File: src/psgPkg.sv
`default_nettype none

package psgPkg;

	// ======================================================================
	// datapath widths
	// ======================================================================
	localparam int sampleWidth  = 8;
	localparam int volWidth     = 7;
	localparam int phaseWidth   = 16;
	localparam int waveAdrWidth = 8;
	localparam int regAdrWidth  = 9;
	localparam int regDataWidth = 16;
	localparam int chanOutWidth = 15;
	localparam int audioWidth   = 16;

	// top phase bits index the wave, 6 bits for a 64 entry window
	localparam int phaseIdxLsb = 10;

	// ======================================================================
	// host register address fields
	// ======================================================================
	localparam int regWaveBit = 8;
	localparam int regChanMsb = 3;
	localparam int regChanLsb = 1;
	localparam int regCfgBit  = 0;

	// one host data word, read as frequency or as configuration
	typedef union packed {
		logic [phaseWidth-1:0] freq;
		struct packed {
			logic                    enable;
			logic [volWidth-1:0]     volume;
			logic [waveAdrWidth-1:0] base;
		} cfg;
	} regWord_u;

endpackage

`default_nettype wire

File: src/psgRegDecode.sv
`default_nettype none

module psgRegDecode #(
	parameter int numChannels = 8
) (
	input  wire logic                             clk,
	input  wire logic                             rst,
	input  wire logic                             regWr,
	input  wire logic [psgPkg::regAdrWidth-1:0]   regAdr,
	input  wire logic [psgPkg::regDataWidth-1:0]  regData,
	output logic      [numChannels-1:0]           freqWr,
	output logic      [numChannels-1:0]           cfgWr,
	output logic      [psgPkg::phaseWidth-1:0]    freqVal,
	output logic                                  cfgEnable,
	output logic      [psgPkg::volWidth-1:0]      cfgVolume,
	output logic      [psgPkg::waveAdrWidth-1:0]  cfgBase,
	output logic                                  waveWr,
	output logic      [psgPkg::waveAdrWidth-1:0]  waveAdr,
	output logic      [psgPkg::sampleWidth-1:0]   waveData
);

	localparam int chanFieldWidth = psgPkg::regChanMsb - psgPkg::regChanLsb + 1;

	logic                           wrQ;
	logic [psgPkg::regAdrWidth-1:0] adrQ;
	psgPkg::regWord_u               dataQ;
	logic                           isWave;
	logic                           isCfg;
	logic [chanFieldWidth-1:0]      chanField;

	// ======================================================================
	// capture the host write
	// ======================================================================
	always_ff @(posedge clk) begin
		if (rst) begin
			wrQ <= 1'b0;
		end else begin
			wrQ <= regWr;
		end
	end

	always_ff @(posedge clk) begin
		if (regWr) begin
			adrQ  <= regAdr;
			dataQ <= regData;
		end
	end

	// ======================================================================
	// address decode
	// ======================================================================
	assign isWave    = adrQ[psgPkg::regWaveBit];
	assign isCfg     = adrQ[psgPkg::regCfgBit];
	assign chanField = adrQ[psgPkg::regChanMsb:psgPkg::regChanLsb];

	// one strobe per write, channel numbers past numChannels go nowhere
	always_comb begin
		freqWr = '0;
		cfgWr  = '0;
		for (int i = 0; i < numChannels; i++) begin
			if (wrQ && !isWave && chanField == chanFieldWidth'(i)) begin
				if (isCfg) begin
					cfgWr[i] = 1'b1;
				end else begin
					freqWr[i] = 1'b1;
				end
			end
		end
	end

	// both views are broadcast, the strobe says which one counts
	assign freqVal   = dataQ.freq;
	assign cfgEnable = dataQ.cfg.enable;
	assign cfgVolume = dataQ.cfg.volume;
	assign cfgBase   = dataQ.cfg.base;

	// wave memory port, sample sits in the low byte
	assign waveWr   = wrQ & isWave;
	assign waveAdr  = adrQ[psgPkg::waveAdrWidth-1:0];
	assign waveData = dataQ.freq[psgPkg::sampleWidth-1:0];

endmodule

`default_nettype wire

File: src/psgWaveChannel.sv
`default_nettype none

module psgWaveChannel (
	input  wire logic                                   clk,
	input  wire logic                                   rst,
	input  wire logic                                   ce,
	input  wire logic                                   freqWr,
	input  wire logic                                   cfgWr,
	input  wire logic        [psgPkg::phaseWidth-1:0]   freqVal,
	input  wire logic                                   cfgEnable,
	input  wire logic        [psgPkg::volWidth-1:0]     cfgVolume,
	input  wire logic        [psgPkg::waveAdrWidth-1:0] cfgBase,
	input  wire logic                                   sel,
	input  wire logic                                   ack,
	input  wire logic        [psgPkg::sampleWidth-1:0]  rdData,
	output logic                                        req,
	output logic             [psgPkg::waveAdrWidth-1:0] fetchAdr,
	output logic signed      [psgPkg::chanOutWidth-1:0] chanOut
);

	localparam int idxWidth  = psgPkg::phaseWidth - psgPkg::phaseIdxLsb;
	localparam int prodWidth = psgPkg::sampleWidth + psgPkg::volWidth + 1;

	logic        [psgPkg::phaseWidth-1:0]   freq;
	logic                                   enable;
	logic        [psgPkg::volWidth-1:0]     volume;
	logic        [psgPkg::waveAdrWidth-1:0] base;
	logic        [psgPkg::phaseWidth-1:0]   phase;
	logic signed [psgPkg::sampleWidth-1:0]  sample;
	logic        [psgPkg::waveAdrWidth-1:0] phaseIdx;
	logic signed [prodWidth-1:0]            product;
	logic                                   fetchDone;

	// ======================================================================
	// channel registers
	// ======================================================================
	always_ff @(posedge clk) begin
		if (rst) begin
			freq   <= '0;
			enable <= 1'b0;
			volume <= '0;
			base   <= '0;
		end else begin
			if (freqWr) begin
				freq <= freqVal;
			end
			if (cfgWr) begin
				enable <= cfgEnable;
				volume <= cfgVolume;
				base   <= cfgBase;
			end
		end
	end

	// ======================================================================
	// phase step and fetch request
	// ======================================================================
	assign fetchDone = sel & ack;

	always_ff @(posedge clk) begin
		if (rst) begin
			phase  <= '0;
			req    <= 1'b0;
			sample <= '0;
		end else begin
			if (fetchDone) begin
				req    <= 1'b0;
				sample <= rdData;
			end
			// a new period wins over a late ack
			if (ce && enable) begin
				phase <= phase + freq;
				req   <= 1'b1;
			end
		end
	end

	// address follows the already stepped phase
	assign phaseIdx = {{(psgPkg::waveAdrWidth - idxWidth){1'b0}},
		phase[psgPkg::phaseWidth-1:psgPkg::phaseIdxLsb]};
	assign fetchAdr = base + phaseIdx;

	// ======================================================================
	// volume scaling
	// ======================================================================
	// volume is unsigned, so widen it by a zero before the signed multiply
	assign product = sample * $signed({1'b0, volume});
	assign chanOut = enable ? product[psgPkg::chanOutWidth-1:0] : '0;

endmodule

`default_nettype wire

File: src/psgFetchArb.sv
`default_nettype none

module psgFetchArb #(
	parameter  int numChannels = 8,
	localparam int ownerWidth  = $clog2(numChannels)
) (
	input  wire logic                                              clk,
	input  wire logic                                              rst,
	input  wire logic [numChannels-1:0]                            req,
	input  wire logic [numChannels-1:0][psgPkg::waveAdrWidth-1:0]  fetchAdr,
	input  wire logic                                              ack,
	output logic      [numChannels-1:0]                            sel,
	output logic      [ownerWidth-1:0]                             seln,
	output logic                                                   rdStb,
	output logic      [psgPkg::waveAdrWidth-1:0]                   rdAdr
);

	logic                   busy;
	logic                   anyReq;
	int                     winner;
	logic [numChannels-1:0] grant;

	// lowest index wins, so scan downward and let the last hit stand
	always_comb begin
		anyReq = 1'b0;
		winner = 0;
		grant  = '0;
		for (int i = numChannels - 1; i >= 0; i--) begin
			if (req[i]) begin
				anyReq = 1'b1;
				winner = i;
			end
		end
		grant[winner] = anyReq;
	end

	// ======================================================================
	// grant and read strobe
	// ======================================================================
	always_ff @(posedge clk) begin
		if (rst) begin
			busy  <= 1'b0;
			sel   <= '0;
			seln  <= '0;
			rdStb <= 1'b0;
		end else begin
			rdStb <= 1'b0;
			if (!busy) begin
				if (anyReq) begin
					busy  <= 1'b1;
					sel   <= grant;
					seln  <= ownerWidth'(winner);
					rdStb <= 1'b1;
				end
				// nobody asking, the last owner stays on sel and seln
			end else if (ack) begin
				busy <= 1'b0;
			end
		end
	end

	always_ff @(posedge clk) begin
		if (!busy && anyReq) begin
			rdAdr <= fetchAdr[winner];
		end
	end

endmodule

`default_nettype wire

File: src/psgWaveTable.sv
`default_nettype none

module psgWaveTable (
	input  wire logic                              clk,
	input  wire logic                              rst,
	input  wire logic                              waveWr,
	input  wire logic [psgPkg::waveAdrWidth-1:0]   waveAdr,
	input  wire logic [psgPkg::sampleWidth-1:0]    waveData,
	input  wire logic                              rdStb,
	input  wire logic [psgPkg::waveAdrWidth-1:0]   rdAdr,
	output logic                                   ack,
	output logic      [psgPkg::sampleWidth-1:0]    rdData
);

	localparam int depth = 2 ** psgPkg::waveAdrWidth;

	logic [psgPkg::sampleWidth-1:0] mem [depth];

	// ======================================================================
	// host write port
	// ======================================================================
	always_ff @(posedge clk) begin
		if (waveWr) begin
			mem[waveAdr] <= waveData;
		end
	end

	// ======================================================================
	// fetch read port
	// ======================================================================
	// a write to the same address in the same cycle returns the old entry
	always_ff @(posedge clk) begin
		if (rdStb) begin
			rdData <= mem[rdAdr];
		end
	end

	// ack lines up with rdData one cycle after the strobe
	always_ff @(posedge clk) begin
		if (rst) begin
			ack <= 1'b0;
		end else begin
			ack <= rdStb;
		end
	end

endmodule

`default_nettype wire

File: src/psgMixer.sv
`default_nettype none

module psgMixer #(
	parameter int numChannels = 8
) (
	input  wire logic                                              clk,
	input  wire logic                                              rst,
	input  wire logic                                              ce,
	input  wire logic [numChannels-1:0][psgPkg::chanOutWidth-1:0]  chanOut,
	output logic      [psgPkg::audioWidth-1:0]                     audioOut,
	output logic                                                   audioValid
);

	// eight full scale channels still fit in 18 signed bits
	localparam int sumWidth = 18;
	localparam int extWidth = sumWidth - psgPkg::chanOutWidth;

	localparam logic signed [sumWidth-1:0] maxAudio = 2 ** (psgPkg::audioWidth - 1) - 1;
	localparam logic signed [sumWidth-1:0] minAudio = -(2 ** (psgPkg::audioWidth - 1));

	logic signed [sumWidth-1:0]           sum;
	logic        [psgPkg::audioWidth-1:0] clamped;

	always_comb begin
		sum = '0;
		for (int i = 0; i < numChannels; i++) begin
			sum = sum + {{extWidth{chanOut[i][psgPkg::chanOutWidth-1]}}, chanOut[i]};
		end
	end

	// ======================================================================
	// saturate to the audio word
	// ======================================================================
	always_comb begin
		if (sum > maxAudio) begin
			clamped = maxAudio[psgPkg::audioWidth-1:0];
		end else if (sum < minAudio) begin
			clamped = minAudio[psgPkg::audioWidth-1:0];
		end else begin
			clamped = sum[psgPkg::audioWidth-1:0];
		end
	end

	always_ff @(posedge clk) begin
		if (rst) begin
			audioOut   <= '0;
			audioValid <= 1'b0;
		end else begin
			audioValid <= ce;
			if (ce) begin
				audioOut <= clamped;
			end
		end
	end

endmodule

`default_nettype wire

File: src/psgTop.sv
`default_nettype none

module psgTop #(
	parameter  int numChannels = 8,
	localparam int ownerWidth  = $clog2(numChannels)
) (
	input  wire logic                             clk,
	input  wire logic                             rst,
	input  wire logic                             ce,
	input  wire logic                             regWr,
	input  wire logic [psgPkg::regAdrWidth-1:0]   regAdr,
	input  wire logic [psgPkg::regDataWidth-1:0]  regData,
	output logic      [psgPkg::audioWidth-1:0]    audioOut,
	output logic                                  audioValid,
	output logic      [numChannels-1:0]           sel,
	output logic      [ownerWidth-1:0]            seln,
	output logic                                  ack
);

	logic [numChannels-1:0]                            freqWr;
	logic [numChannels-1:0]                            cfgWr;
	logic [psgPkg::phaseWidth-1:0]                     freqVal;
	logic                                              cfgEnable;
	logic [psgPkg::volWidth-1:0]                       cfgVolume;
	logic [psgPkg::waveAdrWidth-1:0]                   cfgBase;
	logic                                              waveWr;
	logic [psgPkg::waveAdrWidth-1:0]                   waveAdr;
	logic [psgPkg::sampleWidth-1:0]                    waveData;
	logic [numChannels-1:0]                            req;
	logic [numChannels-1:0][psgPkg::waveAdrWidth-1:0]  fetchAdr;
	logic [numChannels-1:0][psgPkg::chanOutWidth-1:0]  chanOut;
	logic                                              rdStb;
	logic [psgPkg::waveAdrWidth-1:0]                   rdAdr;
	logic [psgPkg::sampleWidth-1:0]                    rdData;

	// ======================================================================
	// host register path
	// ======================================================================
	psgRegDecode #(.numChannels(numChannels)) u_regDecode (
		.clk(clk), .rst(rst), .regWr(regWr), .regAdr(regAdr), .regData(regData),
		.freqWr(freqWr), .cfgWr(cfgWr), .freqVal(freqVal), .cfgEnable(cfgEnable),
		.cfgVolume(cfgVolume), .cfgBase(cfgBase),
		.waveWr(waveWr), .waveAdr(waveAdr), .waveData(waveData)
	);

	// ======================================================================
	// channels, rdData and ack are shared by all of them
	// ======================================================================
	for (genvar i = 0; i < numChannels; i++) begin : gChan
		psgWaveChannel u_chan (
			.clk(clk), .rst(rst), .ce(ce),
			.freqWr(freqWr[i]), .cfgWr(cfgWr[i]), .freqVal(freqVal),
			.cfgEnable(cfgEnable), .cfgVolume(cfgVolume), .cfgBase(cfgBase),
			.sel(sel[i]), .ack(ack), .rdData(rdData),
			.req(req[i]), .fetchAdr(fetchAdr[i]), .chanOut(chanOut[i])
		);
	end

	psgFetchArb #(.numChannels(numChannels)) u_fetchArb (
		.clk(clk), .rst(rst), .req(req), .fetchAdr(fetchAdr), .ack(ack),
		.sel(sel), .seln(seln), .rdStb(rdStb), .rdAdr(rdAdr)
	);

	psgWaveTable u_waveTable (
		.clk(clk), .rst(rst), .waveWr(waveWr), .waveAdr(waveAdr), .waveData(waveData),
		.rdStb(rdStb), .rdAdr(rdAdr), .ack(ack), .rdData(rdData)
	);

	psgMixer #(.numChannels(numChannels)) u_mixer (
		.clk(clk), .rst(rst), .ce(ce), .chanOut(chanOut),
		.audioOut(audioOut), .audioValid(audioValid)
	);

endmodule

`default_nettype wire

File: config.mk
export PLATFORM = sky130hd
export DESIGN_NAME = psgTop
export DESIGN_NICKNAME = d
export VERILOG_FILES = /design/src/psgPkg.sv /design/src/psgRegDecode.sv /design/src/psgWaveChannel.sv /design/src/psgFetchArb.sv /design/src/psgWaveTable.sv /design/src/psgMixer.sv /design/src/psgTop.sv
export SDC_FILE = /design/constraint.sdc
export NUM_CORES = 2
export LEC_CHECK = 0
export ABC_AREA = 1
export ABC_CLOCK_PERIOD_IN_PS = 10700
export BUFFER_PORTS_ARGS = -buffer_cell sky130_fd_sc_hd__buf_2
export CAP_MARGIN = 20
export CELL_PAD_IN_SITES_DETAIL_PLACEMENT = 1
export CELL_PAD_IN_SITES_GLOBAL_PLACEMENT = 1
export CORE_ASPECT_RATIO = 0.8
export CORE_MARGIN = 2
export CORE_UTILIZATION = 51
export DETAILED_ROUTE_END_ITERATION = 6
export PLACE_DENSITY_LB_ADDON = 0.08
export SETUP_SLACK_MARGIN = 0.2
export SLEW_MARGIN = 10
export SYNTH_ARGS = -nofsm -noshare
export SYNTH_HDL_FRONTEND = slang
export SYNTH_SLANG_ARGS = --single-unit
File: constraint.sdc
create_clock -name clk -period 10.7 [get_ports clk]
set_input_delay 1.605 -clock clk [delete_from_list [all_inputs] [get_ports clk]]
set_output_delay 1.605 -clock clk [all_outputs]
set_load 0.01 [all_outputs]
==> results.toml <==
[outcome]
run_status = "completed"

[pwr]
max-vdd-ir-drop_uv = 131
p_int_w = 0.0165
clkPwrFrac_pct = 44.5
pwr-share-comb_pct = 4.1
sequentialPowerShare_pct = 51.3
p_per_area_nw_per_um2 = 151
p_sw_w = 0.00481
total_power_w = 0.0214
swShare_pct = 22.5
p_leak_nw = 56.5

[floorplanning]
core.rowCount = 165
core_um2 = 254000
io_pins = 58
initial_core_util_pct = 51.4
die_h_um = 456
die_w_um = 569
dieArea_um2 = 260000

[critical_path]
r2r_end = "u_mixer.audioOut[12]$_SDFFE_PP0P_"
crit_type = "reg -> reg"
crit_start = "gChan[2].u_chan.volume[2]$_SDFFE_PP0P_"
timing.rr.start = "gChan[2].u_chan.volume[2]$_SDFFE_PP0P_"
rr_worst_depth = 36
max_stage_delay_ns = 0.67
rrSetupSlack_ns = 1.93
cp-end-kind = "flop"
slowest_stage = "fa_1"
crit_path_start_kind = "flop"
cp_max_fo = 15
critPathRequiredTime_ns = 11.36
cp.arrival_ns = 9.43

[timing]
fin_skew_ns = 0.0767
setup_viol = 0
slew_headroom_pct = 15.4
fin_crit_sh_pct = 81.9
hold_slack_ns = 0.450
finalHoldViolCount = 0
max_freq_mhz = 114
tns_ns = 0
final.setup.worst_slack_ns = 1.93
report.final.slew_viol_count = 0
tightestPinTransition_ns = 1.27
period_needed_ns = 8.77
rsz0062_at_grt = "false"

[min_path]
min_to = "gChan[7].u_chan.freq[14]$_SDFFE_PP0P_"
hold_class = "reg -> reg"
hp-start = "gChan[7].u_chan.freq[14]$_SDFFE_PP0P_"
worstHoldPathCells = 2

[layout]
nNetsFinal = 13752
area.growth.synth_to_final_pct = 8.54
final_area_um2 = 141000
layout-drive-gt1-share_pct = 4.49

[placement]
dp_hpwl_um = 260000
port_buffers = 57
gp_congestion = 0.887
dpl_worst_slack_ns = 1.93
placed_area_um2 = 133000

[drt]
via_per_inst = 5.94
drt_iter0_drc = 9417
first_pass_iters = 5
avgRoutedWirePerCell_um = 25.3
vias = 97305
postRouteAntennaNets = 0
drcViolationCount = 0
wirelength_um = 414000

[grt]
grt_pass1_wl_um = 627000
grt_pass1_vias = 101360
grt.total_usage_pct = 31.6
grt_antenna_before_repair = 33
grt-ovfl-total = 0
grt_start_max_net_pins = 282

[synthesis]
synth_edf_count = 2089
syn_inst = 13150
synth_top_area_share_pct = 48.1
syn-cell-area_um2 = 130000
yosysTopAreaCell = "edfxtp_1"
synth_cell_types = 47
avgSynthCellArea_um2 = 9.91
ys_top_cells_by_area = "edfxtp_1 (48%), dfxtp_1 (7.5%), fa_1 (6.9%)"
ys_seq_elements = 2577
syn-num-nets = 14067
yosys_warnings = 0
seq_area_frac_synth_pct = 55.6
synth_flop_cell = "edfxtp_1"
async_flop_share_pct = 0

[clocking]
post-cts-setup-buffers = 0
path_clk_slew_ns = 0.06
clockBufferDepth = 4
cts_resized = 0
clkSinkCount = 2577
cts_max_level = 5
cts_hold_buf = 0
numCtsBuffers = 275
cts_tree = "built"
clk_latency_ns = 0.87
root_buffer = "clkbuf_16"

[flow_run]
maxCapViolCount = 0
## critical path: cells and delay by family, from the launching register on
kind            cells  cell delay [ns]
fa+ha+maj          10             4.75
compound gates      3             0.41
buf+inv             8             0.63
flops               1             0.41
simple gates       15             2.39
## cell type report
cell class,count,area [um^2]
clock buffer,363,7620
multi-input combinational,8250,48700
antenna,12,30.0
timing repair buffer,181,1440
sequential,2577,72500
inverter,1550,5870
tap,3340,4180
fill,27678,112000
clock inverter,121,1100
## power groups by stage
stage	Combinational, W	Sequential (W)	Clock [W]
floorplan	0.000374	0.0113	0
detailed placement	0.000857	0.0112	0
global route	0.000938	0.0110	0.00996
finish	0.000880	0.0110	0.00951
global placement	0.000822	0.0112	0
CTS	0.000862	0.0110	0.00962
## cells in the mapped netlist, types with 4 or more instances
master,n
edfxtp_1,2089
nand2_1,1770
nor2_1,1710
inv_1,1543
o21ai_0,1509
nand3_1,839
a21oi_1,623
clkbuf_1,583
dfxtp_1,488
fa_1,446
ha_1,442
o22ai_1,442
xor2_1,102
xnor2_1,95
buf_2,65
buf_4,57
buf_1,54
a31oi_1,38
a21o_1,34
nand4_1,30
nor3_1,30
o21ai_1,29
o211ai_1,21
o21a_1,17
o2111ai_1,16
buf_6,12
o21bai_1,12
a21boi_0,11
nand3b_1,9
o31ai_1,8
clkinv_1,4
## stage by stage
step,utilization (%),instances
finish,55.8,16394
detailed placement,52.3,15895
global placement,52.3,15893
global route,55.8,16383
floorplan,-,13150
CTS,55.8,16379
## logic make-up after synthesis
group	Yosys count	share of synthesized area (%)
AND/OR/NAND/NOR	4397	13.6
AO/OA/AOI/OAI	2768	11.4
flip-flops	2577	55.6
buffers and inverters	2323	7.01
XOR/XNOR	197	1.32
adder cells (fa/ha/maj)	888	11.1
## routing by layer
layer,routed length [um],vias to the layer above,GRT usage (%)
li1,-,43765,-
met1,183000,49473,45.7
met2,186000,3420,48.8
met3,33400,639,5.51
met4,12000,8,9.02
met5,53,-,0
## registers in the layout, indices dropped and copies added, names as in the netlist, 16 cells and up
| name | flops |
|---|---|
| gChan.u_chan.freq | 128 |
| u_regDecode.freqVal | 16 |
| gChan.u_chan.volume | 56 |
| gChan.u_chan.phase | 128 |
| gChan.u_chan.base | 64 |
| u_waveTable.mem | 2048 |
| u_mixer.audioOut | 16 |
| gChan.u_chan.sample | 64 |
## cell usage in the layout (no fill, tap or decap), types with 62 or more instances in the layout
cell type	synthesis	layout
inv_1	1543	1539
a21oi_1	623	623
fa_1	446	446
o22ai_1	442	442
clkbuf_1	583	62
buf_4	57	108
clkbuf_16	0	289
ha_1	442	442
nand3_1	839	838
xor2_1	102	102
xnor2_1	95	95
nand2_1	1770	1766
nor2_1	1710	1710
edfxtp_1	2089	2089
dfxtp_1	488	488
o21ai_0	1509	1509
## how the worst max path moves through the flow
stage | slack, ns | to | cells after the start
3_5_place_dp | 1.93 | u_mixer.audioOut[12]$_SDFFE_PP0P_ | 36
3_3_place_gp | 2.19 | u_mixer.audioOut[10]$_SDFFE_PP0P_ | 32
6_report | 1.93 | u_mixer.audioOut[12]$_SDFFE_PP0P_ | 36
5_1_grt | 1.25 | u_mixer.audioOut[12]$_SDFFE_PP0P_ | 38
4_1_cts | 1.91 | u_mixer.audioOut[12]$_SDFFE_PP0P_ | 36
2_1_floorplan | 2.93 | u_mixer.audioOut[10]$_SDFFE_PP0P_ | 38
Power figures use the tool's default switching activity.
